## src/verilog/core_pkg.sv

```systemverilog
`default_nettype none

package core_pkg;

    typedef logic [31:0] word_t;
    typedef logic [4:0]  reg_addr_t;

    // instruction field widths
    localparam int OPCODE_W = 6;
    localparam int FUNCT_W  = 6;
    localparam int IMM_W    = 16;

    typedef struct packed {
        logic [OPCODE_W-1:0] opcode;
        reg_addr_t           rs;
        reg_addr_t           rt;
        reg_addr_t           rd;
        logic [4:0]          shamt;
        logic [FUNCT_W-1:0]  funct;
    } inst_fields_t;

    // primary opcodes
    localparam logic [OPCODE_W-1:0] OPC_SPECIAL  = 6'h00;
    localparam logic [OPCODE_W-1:0] OPC_SPECIAL2 = 6'h1c;
    localparam logic [OPCODE_W-1:0] OPC_ADDIU    = 6'h09;
    localparam logic [OPCODE_W-1:0] OPC_BEQ      = 6'h04;
    localparam logic [OPCODE_W-1:0] OPC_LW       = 6'h23;
    localparam logic [OPCODE_W-1:0] OPC_SW       = 6'h2b;

    // function codes, SPECIAL and SPECIAL2
    localparam logic [FUNCT_W-1:0] FN_ADDU = 6'h21;
    localparam logic [FUNCT_W-1:0] FN_SUBU = 6'h23;
    localparam logic [FUNCT_W-1:0] FN_MULT = 6'h18;
    localparam logic [FUNCT_W-1:0] FN_MFHI = 6'h10;
    localparam logic [FUNCT_W-1:0] FN_MTHI = 6'h11;
    localparam logic [FUNCT_W-1:0] FN_MFLO = 6'h12;
    localparam logic [FUNCT_W-1:0] FN_MTLO = 6'h13;
    localparam logic [FUNCT_W-1:0] FN_MADD = 6'h00;
    localparam logic [FUNCT_W-1:0] FN_MSUB = 6'h04;

    typedef enum logic [3:0] {
        OP_NOP,
        OP_ADDU,
        OP_SUBU,
        OP_ADDIU,
        OP_LW,
        OP_SW,
        OP_BEQ,
        OP_MULT,
        OP_MADD,
        OP_MSUB,
        OP_MFHI,
        OP_MFLO,
        OP_MTHI,
        OP_MTLO
    } op_t;

    typedef struct packed {
        logic  valid;
        logic  we;
        word_t addr;
        word_t wdata;
    } mem_req_t;

    typedef struct packed {
        logic  ack;
        word_t rdata;
    } mem_resp_t;

    typedef struct packed {
        logic      valid;
        word_t     pc;
        reg_addr_t dest;
        word_t     value;
    } commit_t;

endpackage

`default_nettype wire

```

## src/verilog/exec_unit.sv

```systemverilog
`timescale 1ns/1ps
`default_nettype none

module exec_unit (
    input  logic                clk,
    input  logic                reset,
    input  logic                i_inst_valid,
    input  core_pkg::word_t     i_inst,
    input  core_pkg::word_t     i_inst_pc,
    output logic                o_inst_take,
    output logic                o_redirect,
    output core_pkg::word_t     o_redirect_pc,
    output core_pkg::mem_req_t  o_req,
    input  core_pkg::mem_resp_t i_resp,
    output core_pkg::reg_addr_t o_ra1,
    output core_pkg::reg_addr_t o_ra2,
    output logic                o_rf_we,
    output core_pkg::reg_addr_t o_rf_wa,
    output core_pkg::word_t     o_rf_wd,
    input  core_pkg::word_t     i_rd1,
    input  core_pkg::word_t     i_rd2,
    output logic                o_hilo_valid,
    output core_pkg::op_t       o_hilo_op,
    output core_pkg::word_t     o_hilo_a,
    output core_pkg::word_t     o_hilo_b,
    input  core_pkg::word_t     i_hi,
    input  core_pkg::word_t     i_lo,
    output core_pkg::commit_t   o_commit
);
    import core_pkg::*;

    typedef enum logic [1:0] {
        ST_READY,
        ST_EXEC,
        ST_MEM
    } state_t;

    state_t       state;
    op_t          op;
    op_t          take_op;
    word_t        inst;
    word_t        pc;
    word_t        load_data;
    inst_fields_t f;
    word_t        imm_sext;
    logic         active;
    logic         wb_en;
    reg_addr_t    wb_addr;
    word_t        wb_data;
    logic         hilo_en;

    function automatic op_t decode(input word_t w);
        inst_fields_t d;
        op_t          r;
        d = w;
        r = OP_NOP;
        case (d.opcode)
            OPC_SPECIAL: begin
                case (d.funct)
                    FN_ADDU: r = OP_ADDU;
                    FN_SUBU: r = OP_SUBU;
                    FN_MULT: r = OP_MULT;
                    FN_MFHI: r = OP_MFHI;
                    FN_MFLO: r = OP_MFLO;
                    FN_MTHI: r = OP_MTHI;
                    FN_MTLO: r = OP_MTLO;
                    default: r = OP_NOP;
                endcase
            end
            OPC_SPECIAL2: begin
                case (d.funct)
                    FN_MADD: r = OP_MADD;
                    FN_MSUB: r = OP_MSUB;
                    default: r = OP_NOP;
                endcase
            end
            OPC_ADDIU: r = OP_ADDIU;
            OPC_LW:    r = OP_LW;
            OPC_SW:    r = OP_SW;
            OPC_BEQ:   r = OP_BEQ;
            default:   r = OP_NOP;
        endcase
        return r;
    endfunction

    assign take_op     = decode(i_inst);
    assign o_inst_take = (state == ST_READY) && i_inst_valid;

    assign f        = inst;
    assign imm_sext = {{(32 - IMM_W){inst[IMM_W-1]}}, inst[IMM_W-1:0]};
    assign active   = (state == ST_EXEC);
    assign o_ra1    = f.rs;
    assign o_ra2    = f.rt;

    always_comb begin
        wb_en   = 1'b0;
        wb_addr = f.rd;
        wb_data = i_rd1 + i_rd2;
        hilo_en = 1'b0;
        case (op)
            OP_ADDU: wb_en = 1'b1;
            OP_SUBU: begin
                wb_en   = 1'b1;
                wb_data = i_rd1 - i_rd2;
            end
            OP_ADDIU: begin
                wb_en   = 1'b1;
                wb_addr = f.rt;
                wb_data = i_rd1 + imm_sext;
            end
            OP_LW: begin
                wb_en   = 1'b1;
                wb_addr = f.rt;
                wb_data = load_data;
            end
            OP_MFHI: begin
                wb_en   = 1'b1;
                wb_data = i_hi;
            end
            OP_MFLO: begin
                wb_en   = 1'b1;
                wb_data = i_lo;
            end
            OP_MULT, OP_MADD, OP_MSUB, OP_MTHI, OP_MTLO: hilo_en = 1'b1;
            default: wb_en = 1'b0;
        endcase
    end

    // writes to r0 are dropped, so they never show up as commits
    assign o_rf_we        = active && wb_en && (wb_addr != '0);
    assign o_rf_wa        = wb_addr;
    assign o_rf_wd        = wb_data;
    assign o_commit.valid = o_rf_we;
    assign o_commit.pc    = pc;
    assign o_commit.dest  = wb_addr;
    assign o_commit.value = wb_data;

    assign o_hilo_valid = active && hilo_en;
    assign o_hilo_op    = op;
    assign o_hilo_a     = i_rd1;
    assign o_hilo_b     = i_rd2;

    // branch target is relative to the next pc
    assign o_redirect    = active && (op == OP_BEQ) && (i_rd1 == i_rd2);
    assign o_redirect_pc = pc + 32'd4 + {imm_sext[29:0], 2'b00};

    // operands stay put while waiting, so the request is stable
    assign o_req.valid = (state == ST_MEM);
    assign o_req.we    = (op == OP_SW);
    assign o_req.addr  = i_rd1 + imm_sext;
    assign o_req.wdata = i_rd2;

    always_ff @(posedge clk) begin
        if (reset) begin
            state <= ST_READY;
        end else begin
            case (state)
                ST_READY: begin
                    if (o_inst_take) begin
                        if (take_op == OP_LW || take_op == OP_SW) begin
                            state <= ST_MEM;
                        end else begin
                            state <= ST_EXEC;
                        end
                    end
                end
                // finish the load/store one cycle after ack
                ST_MEM: begin
                    if (i_resp.ack) begin
                        state <= ST_EXEC;
                    end
                end
                default: state <= ST_READY;
            endcase
        end
    end

    always_ff @(posedge clk) begin
        if (o_inst_take) begin
            inst <= i_inst;
            pc   <= i_inst_pc;
            op   <= take_op;
        end
        if (state == ST_MEM && i_resp.ack) begin
            load_data <= i_resp.rdata;
        end
    end

endmodule

`default_nettype wire

```

## config.mk

```make
export PLATFORM = sky130hd
export DESIGN_NAME = exec_unit
export DESIGN_NICKNAME = d
export VERILOG_FILES = /design/src/verilog/core_pkg.sv /design/src/verilog/exec_unit.sv
export SDC_FILE = /design/constraint.sdc
export NUM_CORES = 1
export LEC_CHECK = 0
export ABC_AREA = 1
export CAP_MARGIN = 15
export CORE_AREA = 4 4 196 198
export CTS_BUF_LIST = sky130_fd_sc_hd__clkbuf_8
export DETAILED_ROUTE_END_ITERATION = 6
export DIE_AREA = 0 0 200 202
export DONT_BUFFER_PORTS = 1
export GPL_TIMING_DRIVEN = 0
export SLEW_MARGIN = 15
export SYNTH_ARGS = -nofsm -noshare
export SYNTH_HDL_FRONTEND = slang
export SYNTH_SLANG_ARGS = --single-unit
```

## constraint.sdc

```tcl
create_clock -name clk -period 6.9 [get_ports clk]
set_input_delay 0.345 -clock clk [delete_from_list [all_inputs] [get_ports clk]]
set_output_delay 0.345 -clock clk [all_outputs]
set_load 0.05 [all_outputs]
```

# Yosys cells after proc, flatten, opt, wreduce, memory -nomap -nowiden
# Index checks and enable logic that the tools add are counted.
# Widths: inputs -> output; s select.
dict set report op_classes {
  mux 11
  addsub 5
  reduce_logical 16
  eq_ne 33
}
# cell n
set ops {}
lappend ops {{$pmux 32 s5} 1}
lappend ops {{$add 32x32->32} 3}
lappend ops {{$eq 6x5->1 const B} 6}
lappend ops {{$add 32x3->32 const B} 1}
lappend ops {{$eq 32x32->1} 1}
lappend ops {{$sub 32x32->32} 1}
lappend ops {{$pmux 4 s7} 1}
lappend ops {{$eq 4x3->1 const B} 6}
lappend ops {{$eq 4x4->1 const B} 6}
lappend ops {{$eq 6x6->1 const B} 4}
lappend ops {{$pmux 4 s6} 1}
lappend ops {{$eq 6x3->1 const B} 2}
lappend ops {{$logic_not 6->1} 2}
lappend ops {{$eq 4x2->1 const B} 2}
lappend ops {{$pmux 4 s2} 1}
lappend ops {{$logic_and 1x1->1} 7}
lappend ops {{$eq 6x4->1 const B} 1}
lappend ops {{$mux 2} 3}
lappend ops {{$reduce_or 6->1} 1}
lappend ops {{$mux 5} 1}
lappend ops {{$reduce_bool 5->1} 1}
lappend ops {{$reduce_or 5->1} 1}
lappend ops {{$eq 4x1->1 const B} 1}
lappend ops {{$pmux 2 s2} 1}
lappend ops {{9 further kinds} 10}
dict set report totals {
  output_inout_bits 287
  register_bits 96
}

# Logic depth before layout (Yosys ltp)
# Gate-level depths: netlist (run 1).
dict set report logic_depth {
  depth_word 8
  depth_mapped 17
  depth_no_buf 16
}

# Least setup slack after synthesis (run 1)
# Ideal clock, no wire load.
dict set report synth_timing {
  path_kind {register -> register}
  startpoint {register state[0]}
  endpoint {register inst[0], in the netlist f[0], enable pin}
  setup_slack_ns 0.283
  path_buffers 0
  arrival_time_ns 5.994
  path_stages_with_launch 2
  cell_sequence {dfxtp_1 > nor3b_1}
}
dict set report synth_between {
  elab_chain_cells 2
}
# element line_no
set synth_lines {}
lappend synth_lines {{from (decl)} exec_unit.sv:38} ;# state_t state;
lappend synth_lines {{from (signal assigned)} exec_unit.sv:155} ;# state <= ST_READY;
lappend synth_lines {{from (signal assigned)} exec_unit.sv:161} ;# state <= ST_MEM;
lappend synth_lines {{from (signal assigned)} exec_unit.sv:163} ;# state <= ST_EXEC;
lappend synth_lines {{$logic_not 2->1} exec_unit.sv:87} ;# assign o_inst_take = (state == ST_READY) && i_inst_valid;
lappend synth_lines {{$logic_and 1x1->1} exec_unit.sv:87}
lappend synth_lines {{named net o_inst_take} exec_unit.sv:10} ;# output logic o_inst_take,
lappend synth_lines {{to (signal assigned)} exec_unit.sv:180} ;# inst <= i_inst;
lappend synth_lines {{to (decl)} exec_unit.sv:41} ;# word_t inst;
# The timed path passes the listed nets, and every way through them passes these cells.
# A chain may end at the register's enable or synchronous reset.

==> results.sh, run 1 <==
export IMPL_worst_slew_pin_slew_ns=1.26
export IMPL_relSlewSlack_pct=16.0
export IMPL_syn_avg_cell_area_um2=6.24
export IMPL_vias=15300
export IMPL_synthArstFlopShare_pct=0
export IMPL_fin_crit_ns=4.36
export IMPL_cts_max_path_buffers=2
export IMPL_synth_area_mux_share_pct=0
export IMPL_synth_xor_area_share_pct=3.16
export IMPL_p_comb_share_pct=64.7
export IMPL_clk_latency_ns=0.41
export IMPL_initial_core_util_pct=40.3
export IMPL_switchingPower_mw=2.00
export IMPL_drtPass1Iterations=6
export IMPL_end_kind="primary output"
export IMPL_utilization_pct=43.2
export IMPL_fp_row_count=70
export IMPL_dp_hpwl_mm=59.6
export IMPL_critPathSlowestCell="xor2_2"
export IMPL_grt_remaining_overflow=0
export IMPL_cp_required_ns=6.55
export IMPL_crit_fanout=4
export IMPL_placed_area_um2=15600
export IMPL_critPathArrivalTime_ns=4.02
export IMPL_fmax_mhz=229
export IMPL_grt_pass1_wl_mm=95.6
export IMPL_drcViolationCount=0
export IMPL_cpMostUsedCell="nand2_1"
export IMPL_worstHoldStart="i_inst_pc[9]"
export IMPL_clock_sinks=96
export IMPL_setup_tns_ns=0
export IMPL_synth_edf_count=94
export IMPL_powerDensity_nw_per_um2=210
export IMPL_grt_pass1_vias=14600
export IMPL_ios=515
export IMPL_critPathBufInv=1
export IMPL_fillers=3891
export IMPL_die_h_um=202
export IMPL_core_um2=36500
export IMPL_ys_seq_area_share_pct=19.5
export IMPL_path_clk_slew_ns=0.13
export IMPL_syn2layout_area_growth_pct=7.36
export IMPL_fin_skew_ns=0.0308
export IMPL_slowest_delay_ns=0.73
export IMPL_grt_use_total_pct=32.0
export IMPL_htreeDepth=3
export IMPL_die_w_um=200
export IMPL_netlist_instances=2356
export IMPL_swShare_pct=60.5
export IMPL_synth_area_um2=14700
export IMPL_netlist_cell_type_count=49
export IMPL_rsz0062_at_grt="no"
export IMPL_p_int_mw=1.31
export IMPL_wl_mm=67.5
export IMPL_final_cells=2859
export IMPL_nNetsFinal=2767
export IMPL_dr_first_iter_drc_count=1129
export IMPL_cts_made_buffers=9
export IMPL_pwr_share_seq_pct=22.5
export IMPL_drv_cap=0
export IMPL_critPathLaunchType="flip-flop"
export IMPL_avgRoutedWirePerCell_um=23.6
export IMPL_grt_max_degree=20
export IMPL_ctsRootBufferMaster="clkbuf_8"
export IMPL_post_route_cells_drive_above_1_share_pct=10.9
export IMPL_peakVddDrop_v=0.000144
export IMPL_portBuffers=0
export IMPL_path_cells="ha_1, nand2_1, nor2_1, and2_1, nand2_1, nand2_1, xor2_2, nand2_1, nand4_1, buf_4"
export IMPL_outcome="finished, final reports clean"
export IMPL_dpl_cell_count=2842
export IMPL_cts_setup_buffers=0
export IMPL_syn_nets=2738
export IMPL_crit_family="simple AND/OR/NAND/NOR gates"
export IMPL_yosys_area_share_simple_pct=34.5
export IMPL_yosysWarningCount=0
export IMPL_viasPerCell=5.36
export IMPL_synth_flop_cell="edfxtp_1"
export IMPL_cts_tree="done"
export IMPL_crit_start="f[12]$_DFFE_PP_"
export IMPL_ant_nets=0
export IMPL_timing_hold_violations_final=0
export IMPL_gp_congestion=0.980
export IMPL_fin_area_um2=15800
export IMPL_final_setup_viol_count=0
export IMPL_synth_top_family_by_area="simple AND/OR/NAND/NOR gates"
export IMPL_leakage_nw=8.54
export IMPL_drv_slew=0
export IMPL_synth_fa_ha_area_share_pct=13.3
export IMPL_ys_ff_latch=96
export IMPL_timing_worst_setup_path_type="flip-flop to primary output"
export IMPL_cts_hold_buffers=0
export IMPL_r2r_slack_ns=4.79
export IMPL_rr_startpoint="state[0]$_SDFFE_PP0P_"
export IMPL_cts_resized=0
export IMPL_clkPwrFrac_pct=12.8
export IMPL_antenna_found_initial=5
export IMPL_die_area_um2=40400
export IMPL_synth_compound_area_share_pct=10.1
export IMPL_finalCritPeriodShare_pct=63.2
export IMPL_min_path_type="input port to flip-flop"
-- cell usage in the layout (no fill, tap or decap), types with 4 or more instances in the layout --
cell	instances
buf_1	4
xor2_1	29
nor3_1	16
o21ai_1	8
a21o_1	6
nor2_2	5
nand2_2	6
buf_6	4
clkbuf_8	9
clkbuf_1	6
nor3_2	5
a22o_1	28
nor4_1	5
nand4_1	52
fa_1	4
xor2_2	10
and2_1	20
ha_1	150
nand3_1	154
nand2_1	731
inv_1	406
o21bai_1	15
a21oi_1	127
a31oi_1	4
a221oi_1	6
buf_2	27
o21ai_0	40
nor2_1	184
edfxtp_1	94
inv_2	8
buf_4	159
nand3b_1	8
xnor2_1	13
-- synthesized netlist by cell type (all sizes together) (4+ instances only) --
master	number	share of area (%)
xnor2	14	0.83
a22o	28	1.7
nor2	194	5.4
a21oi	129	4.4
o21bai	15	0.77
and2	20	0.85
ha	150	13
nand3	156	5.4
fa	4	0.54
nand3b	8	0.41
nor3	21	0.78
xor2	39	2.3
edfxtp	94	19
inv	414	11
a221oi	6	0.36
a31oi	4	0.17
nand2	737	19
buf	178	8.6
clkbuf	8	0.22
nand4	52	2.2
o21ai	48	1.6
nor4	5	0.21
a21o	6	0.31
-- per-layer routing --
layer  share of wire [%]  track usage (%)  up-vias
met5               0.065                0        -
met4                 3.4             9.56        8
met3                 7.0             4.85       92
met2                  48             55.1      683
met1                  41             41.3     7113
li1                    -                -     7418
-- layout make-up --
cell class              instances  area, um2  share of cell area, %
diodes                          1       2.50                 0.0158
flip-flops and latches         96       2860                   18.1
well taps                     468        586                   3.71
multi-input cells            1659       9100                   57.6
inverters                     415       1560                   9.86
clock buffers                   9        124                  0.784
clock inverters                 7       95.1                  0.602
repair buffers                 18        159                   1.01
plain buffers                 186       1310                   8.26
-- state kept, by name, summed over array words and instances (netlist names) --
name and cells:
load_data 32, pc 32, f 26, o_hilo_op 4, state 2
-- cell families after synthesis --
group | count (synthesis)
AND/OR/NAND/NOR | 1201
buffers and inverters | 601
AO/OA/AOI/OAI | 251
adder cells (fa/ha/maj) | 154
flip-flops | 96
XOR/XNOR | 53
-- power groups by stage --
stage	combinational, mW	clock [mW]	sequential, mW
5_1_grt	2.26	0.455	0.747
2_1_floorplan	1.69	0	0.751
3_5_place_dp	2.12	0	0.758
3_3_place_gp	2.10	0	0.770
6_report	2.14	0.423	0.745
4_1_cts	2.13	0.430	0.745
-- stage by stage --
step                      setup slack, ns  hold WS, ns  total power [mW]
after floorplan                     0.283        0.414              2.44
after global placement              -2.15        0.417              2.87
after detailed placement             2.99        0.420              2.88
after CTS                            2.52      0.00228              3.31
after global routing                 2.42      0.00424              3.47
final                                2.54       0.0200              3.31
-- path summary, 6_finish.rpt --
| kind | endpoint | cells past startpoint |
|---|---|---|
| max | o_rf_wd[14] | 10 |
| min | pc[9]$_DFFE_PP_ | 0 |
| max reg2reg | pc[2]$_DFFE_PP_ | 6 |
| min reg2reg | state[0]$_SDFFE_PP0P_ | 1 |
Power figures use the tool's default switching activity.
==> run 2: changes to the inputs <==
==> constraint.sdc (replaced) <==
create_clock -name clk -period 3.7 [get_ports clk]
set_input_delay 0.185 -clock clk [delete_from_list [all_inputs] [get_ports clk]]
set_output_delay 0.185 -clock clk [all_outputs]
set_load 0.05 [all_outputs]
==> run 2 against run 1 <==
Against the previous run:
- non-clock buffer count up 121
- critical path depth down 2
- cell count up 4.2%
- clock skew down 0.017 ns
- combinational power rose by 110%
- power increased by 99%
- via count rose by 5.0%
- flip-flop and latch count unchanged
- routed wire length increased by 4.5%
- clock power grew 70%
- register-to-register slack worse by 2.9 ns
- sequential share of layout area down 2.5 points
- critical endpoint is now o_rf_wd[28]
==> results.sh, run 2 (synthesized netlist as in run 1, its figures left out) <==
export IMPL_fin_skew_ns=0.0138
export IMPL_die_h_um=202
export IMPL_slowest_delay_ns=0.85
export IMPL_die_w_um=200
export IMPL_path_clk_slew_ns=0.11
export IMPL_viasPerCell=5.40
export IMPL_core_um2=36500
export IMPL_power_mw=6.59
export IMPL_powerDensity_nw_per_um2=360
export IMPL_placed_area_um2=15600
export IMPL_critPathArrivalTime_ns=3.50
export IMPL_clock_sinks=96
export IMPL_critPathLaunchType="flip-flop"
export IMPL_dpl_cell_count=2840
export IMPL_drtPass1Iterations=6
export IMPL_rsz0062_at_grt="yes"
export IMPL_grt_remaining_overflow=0
export IMPL_grt_pass1_wl_mm=100
export IMPL_htreeDepth=3
export IMPL_worst_slew_pin_slew_ns=1.21
export IMPL_critPathSlowestCell="edfxtp_1"
export IMPL_antenna_found_initial=6
export IMPL_setup_tns_ns=0
export IMPL_clkPwrFrac_pct=10.9
export IMPL_crit_family="simple AND/OR/NAND/NOR gates"
export IMPL_rr_endpoint="pc[11]$_DFFE_PP_"
export IMPL_peakVddDrop_v=0.000271
export IMPL_ios=515
export IMPL_initial_core_util_pct=40.3
export IMPL_crit_fanout=10
export IMPL_grt_max_degree=19
export IMPL_post_route_cells_drive_above_1_share_pct=18.2
export IMPL_syn2layout_area_growth_pct=24.5
export IMPL_cts_made_buffers=9
export IMPL_min_path_type="input port to flip-flop"
export IMPL_cp_required_ns=3.51
export IMPL_ctsRootBufferMaster="clkbuf_8"
export IMPL_switchingPower_mw=3.92
export IMPL_r2r_slack_ns=1.85
export IMPL_ff2ff_path_depth=4
export IMPL_leakage_nw=9.34
export IMPL_finalCritPeriodShare_pct=99.7
export IMPL_p_int_mw=2.67
export IMPL_dr_first_iter_drc_count=1342
export IMPL_timing_worst_setup_path_type="flip-flop to primary output"
export IMPL_cts_max_path_buffers=2
export IMPL_avgRoutedWirePerCell_um=23.7
export IMPL_fmax_mhz=271
export IMPL_cts_tree="done"
export IMPL_critPathBufInv=3
export IMPL_outcome="finished, final reports clean"
export IMPL_fin_crit_ns=3.69
export IMPL_final_cell_mix="nand2_1 (698), inv_1 (403), nor2_1 (163)"
export IMPL_wl_mm=70.6
export IMPL_gp_congestion=0.965
export IMPL_pwr_share_seq_pct=21.1
export IMPL_nNetsFinal=2888
export IMPL_swShare_pct=59.5
export IMPL_end_kind="primary output"
export IMPL_p_comb_share_pct=68.0
export IMPL_clk_latency_ns=0.40
export IMPL_timing_hold_violations_final=0
export IMPL_path_cells="inv_2, nand2_4, nor2_8, buf_2, a22o_1, a21oi_4, nand4_1, buf_6"
export IMPL_relSlewSlack_pct=18.9
export IMPL_fp_row_count=70
export IMPL_holdPathEnd="state[1]$_SDFFE_PP0P_"
export IMPL_final_setup_viol_count=0
export IMPL_dp_hpwl_mm=60.0
export IMPL_min_path_cells=3
export IMPL_ant_nets=0
export IMPL_grt_use_total_pct=33.3
export IMPL_drcViolationCount=0
export IMPL_worstHoldStart="i_resp[32]"
export IMPL_drv_cap=0
export IMPL_drv_slew=0
export IMPL_rr_startpoint="state[0]$_SDFFE_PP0P_"
export IMPL_vias=16100
export IMPL_final_cells=2980
export IMPL_final_common_cell="nand2_1"
export IMPL_grt_pass1_vias=15500
export IMPL_fin_area_um2=18300
export IMPL_die_area_um2=40400
export IMPL_portBuffers=0
==> run 2: cell count changes in the layout (fill, tap and decap cells not counted), sizes merged <==
cell / change
clkinvlp: +2
clkbuf: -1
clkinv: +1
dlygate4sd3: +91
bufinv: -1
buf: +31
inv: -2
==> run 2: how the worst max path moves through the flow <==
stage	from	end	slack, ns	cells after the start
floorplan	f[0]$_DFFE_PP_	o_rf_wd[12]	0.37	12
global placement	f[15]$_DFFE_PP_	o_redirect_pc[24]	-0.47	10
detailed placement	f[15]$_DFFE_PP_	o_rf_wd[24]	-0.18	12
CTS	f[15]$_DFFE_PP_	o_rf_wd[28]	-0.11	13
global route	f[15]$_DFFE_PP_	o_rf_wd[28]	-0.07	13
finish	o_hilo_op[3]$_DFFE_PP_	o_rf_wd[28]	0.01	8
==> run 2: area by class of cell <==
cell class,count,area (um2)
plain buffers,185,1430
fillers,3672,18200
flip-flops and latches,96,2860
clock inverters,7,63.8
well taps,468,586
multi-input cells,1659,10300
diodes,1,2.50
inverters,415,1560
repair buffers,140,1380
clock buffers,9,124
==> run 2: what timing repair did <==
action                                  4_1_cts  5_1_grt
gates cloned                                  0        1
setup buffers                                17       15
pin swaps                                    26       41
endpoints found under the setup margin       56       42
hold buffers                                 91        0
gates resized for setup                     143      127
endpoints found under the hold margin        92        0
==> run 2: routing by layer <==
metal	part of all wire, %	global-route usage [%]
met1	40	41.5
met2	48	57.4
met3	8.0	6.32
met4	4.2	10.9
met5	0.088	0
==> run 2: stage by stage <==
| step | hold slack, ns | utilization [%] | setup slack, ns |
|---|---|---|---|
| after floorplan | 0.254 | - | 0.369 |
| final | 0.0215 | 50.2 | 0.0116 |
| after global routing | 0.0328 | 50.2 | -0.0737 |
| after detailed placement | 0.262 | 42.7 | -0.180 |
| after CTS | 0.00588 | 48.2 | -0.112 |
| after global placement | 0.255 | 41.9 | -0.468 |
==> run 2: worst min-delay path, stage by stage <==
cell and delay [ns]:
inv_1 0.04, nand2_1 0.08, a21oi_1 0.07
==> run 2: power by group through the flow <==
stage               Combinational, mW  Clock (mW)  Sequential, mW
global placement                 3.90           0            1.43
global route                     4.71       0.767            1.40
CTS                              4.28       0.725            1.40
floorplan                        3.15           0            1.39
finish                           4.48       0.717            1.39
detailed placement               3.96           0            1.42
==> run 3: changes to the inputs <==
--- a/config.mk
+++ b/config.mk
@@ -7,10 +7,10 @@
 export LEC_CHECK = 0
 export ABC_AREA = 1
 export CAP_MARGIN = 15
-export CORE_AREA = 4 4 196 198
+export CORE_AREA = 4 4 201 203
 export CTS_BUF_LIST = sky130_fd_sc_hd__clkbuf_8
 export DETAILED_ROUTE_END_ITERATION = 6
-export DIE_AREA = 0 0 200 202
+export DIE_AREA = 0 0 205 207
 export DONT_BUFFER_PORTS = 1
 export GPL_TIMING_DRIVEN = 0
 export SLEW_MARGIN = 15
==> run 3 against run 2 <==
Against the previous run:
- the flow now finishes with violations (negative setup slack)
- clock skew up 0.0062 ns
- via count up 0.29%
- flip-flop and latch count unchanged
- first-iteration DRC count up 10%
- routed wire length down 1.2%
- hold slack better by 0.014 ns
- utilization down 2.8 points
- critical path depth up 5
- sequential power about the same
- largest cell class unchanged
- largest power group unchanged
- highest routed layer unchanged
==> results.sh, run 3 (synthesized netlist as in run 1, its figures left out) <==
export IMPL_initial_core_util_pct=38.2
export IMPL_grt_remaining_overflow=0
export IMPL_clkPwrFrac_pct=11.4
export IMPL_r2r_slack_ns=1.23
export IMPL_fmax_mhz=267
export IMPL_htreeDepth=3
export IMPL_critPathArrivalTime_ns=3.56
export IMPL_switchingPower_mw=3.88
export IMPL_pre_cts_ws_ns=-0.0511
export IMPL_min_path_cells=2
export IMPL_critPathLaunchType="flip-flop"
export IMPL_timing_hold_violations_final=0
export IMPL_clock_sinks=96
export IMPL_die_h_um=207
export IMPL_ff2ff_path_depth=5
export IMPL_powerDensity_nw_per_um2=362
export IMPL_viasPerCell=5.33
export IMPL_syn2layout_area_growth_pct=23.9
export IMPL_worstHoldStart="i_inst[29]"
export IMPL_dp_hpwl_mm=58.7
export IMPL_critPathSlowestCell="nand4_1"
export IMPL_slowest_delay_ns=0.71
export IMPL_core_um2=38500
export IMPL_pwr_share_seq_pct=21.1
export IMPL_avgRoutedWirePerCell_um=23.0
export IMPL_antenna_found_initial=3
export IMPL_grt_use_total_pct=31.1
export IMPL_grt_pass1_wl_mm=98.9
export IMPL_drv_slew=0
export IMPL_failed_checks="negative setup slack"
export IMPL_rsz0062_at_grt="yes"
export IMPL_crit_fanout=9
export IMPL_cp_required_ns=3.51
export IMPL_grt_pass1_vias=15400
export IMPL_nNetsFinal=2884
export IMPL_cts_tree="done"
export IMPL_cts_max_path_buffers=2
export IMPL_dr_first_iter_drc_count=1480
export IMPL_swShare_pct=58.8
export IMPL_holdPathEnd="o_hilo_op[0]$_DFFE_PP_"
export IMPL_die_area_um2=42400
export IMPL_relSlewSlack_pct=14.4
export IMPL_power_mw=6.60
export IMPL_outcome="complete, but fails checks"
export IMPL_end_kind="primary output"
export IMPL_path_cells="buf_6, buf_12, ha_2, nand2_2, nor2_1, nand2_1, nor3_1, nand2_2, nand2_1, nand2_1, nand3_1, nand4_1, buf_6"
export IMPL_drv_cap=0
export IMPL_fin_crit_ns=3.74
export IMPL_grt_max_degree=19
export IMPL_vias=16100
export IMPL_portBuffers=0
export IMPL_cts_made_buffers=9
export IMPL_fp_row_count=72
export IMPL_worst_slack_ns=-0.0405
export IMPL_ctsRootBufferMaster="clkbuf_8"
export IMPL_post_route_cells_drive_above_1_share_pct=17.3
export IMPL_rr_endpoint="state[1]$_SDFFE_PP0P_"
export IMPL_final_setup_viol_count=1
export IMPL_clk_latency_ns=0.41
export IMPL_fin_skew_ns=0.0200
export IMPL_peakVddDrop_v=0.000641
export IMPL_drcViolationCount=0
export IMPL_finalCritPeriodShare_pct=101
export IMPL_final_cell_mix="nand2_1 (708), inv_1 (402), nor2_1 (169)"
export IMPL_worst_slew_pin_slew_ns=1.28
export IMPL_path_clk_slew_ns=0.10
export IMPL_cpMostUsedCell="nand2_1"
export IMPL_die_w_um=205
export IMPL_ant_nets=0
export IMPL_final_common_cell="nand2_1"
export IMPL_leakage_nw=9.29
export IMPL_drtPass1Iterations=6
export IMPL_ios=515
export IMPL_min_path_type="input port to flip-flop"
export IMPL_p_comb_share_pct=67.5
export IMPL_timing_worst_setup_path_type="flip-flop to primary output"
export IMPL_rr_startpoint="state[1]$_SDFFE_PP0P_"
export IMPL_gp_congestion=1.01
export IMPL_p_int_mw=2.72
export IMPL_wl_mm=69.8
-- run 3: area by class of cell --
| class | count | area [um2] |
|---|---|---|
| well taps | 518 | 648 |
| diodes | 2 | 5.00 |
| fillers | 3885 | 20200 |
| flip-flops and latches | 96 | 2860 |
| plain buffers | 185 | 1430 |
| clock buffers | 9 | 124 |
| clock inverters | 7 | 76.3 |
| multi-input cells | 1659 | 10200 |
| repair buffers | 136 | 1340 |
| inverters | 415 | 1570 |
-- run 3: metrics by stage --
step	std cells	area [um2]	util, %	TNS [ns]	hold WS (ns)
finish	3027	18200	47.4	-0.0405	0.0350
global route	3027	18200	47.4	-0.547	0.0766
CTS	3005	17500	45.6	-0.0291	0.0121
detailed placement	2886	15600	40.7	-0.149	0.260
global placement	2874	15400	40.0	-25.16	0.260
floorplan	2356	14700	-	0	0.254
-- run 3: worst max-delay path: cells and delay by family, from the launching register on --
kind / cells / cell delay [ns]
adder cells (fa/ha/maj): 1 / 0.40
buffers and inverters: 3 / 0.75
flip-flops: 1 / 0.40
AND/OR/NAND/NOR: 9 / 1.60
-- run 3: worst max-delay path by stage --
stage / from / to
after floorplan: f[0]$_DFFE_PP_ / o_rf_wd[12]
after global placement: state[1]$_SDFFE_PP0P_ / load_data[30]$_DFFE_PP_
after detailed placement: f[15]$_DFFE_PP_ / o_rf_wd[20]
after CTS: o_hilo_op[3]$_DFFE_PP_ / o_rf_wd[20]
after global routing: f[15]$_DFFE_PP_ / o_rf_wd[28]
final: f[15]$_DFFE_PP_ / o_rf_wd[28]
-- run 3: what timing repair did --
action | in CTS | in global routing
cloned | 0 | 1
endpoints found under the hold margin | 92 | 0
hold buffers | 92 | 0
buffers inserted | 12 | 19
pin swaps | 28 | 29
resized for setup | 128 | 108
endpoints found under the setup margin | 54 | 45
-- run 3: power by group through the flow --
stage	sequential (mW)	combinational, mW	clock (mW)
global placement	1.43	3.88	0
floorplan	1.39	3.15	0
CTS	1.39	4.23	0.750
detailed placement	1.42	3.94	0
finish	1.39	4.45	0.754
global route	1.40	4.69	0.798
-- run 3: routing by layer --
metal | up-vias | global-route usage (%) | wire length, um
met3 | 144 | 6.08 | 6270
met5 | - | 0 | 13
met1 | 7517 | 39.4 | 27700
li1 | 7644 | - | -
met4 | 2 | 10.7 | 3040
met2 | 818 | 52.7 | 32700
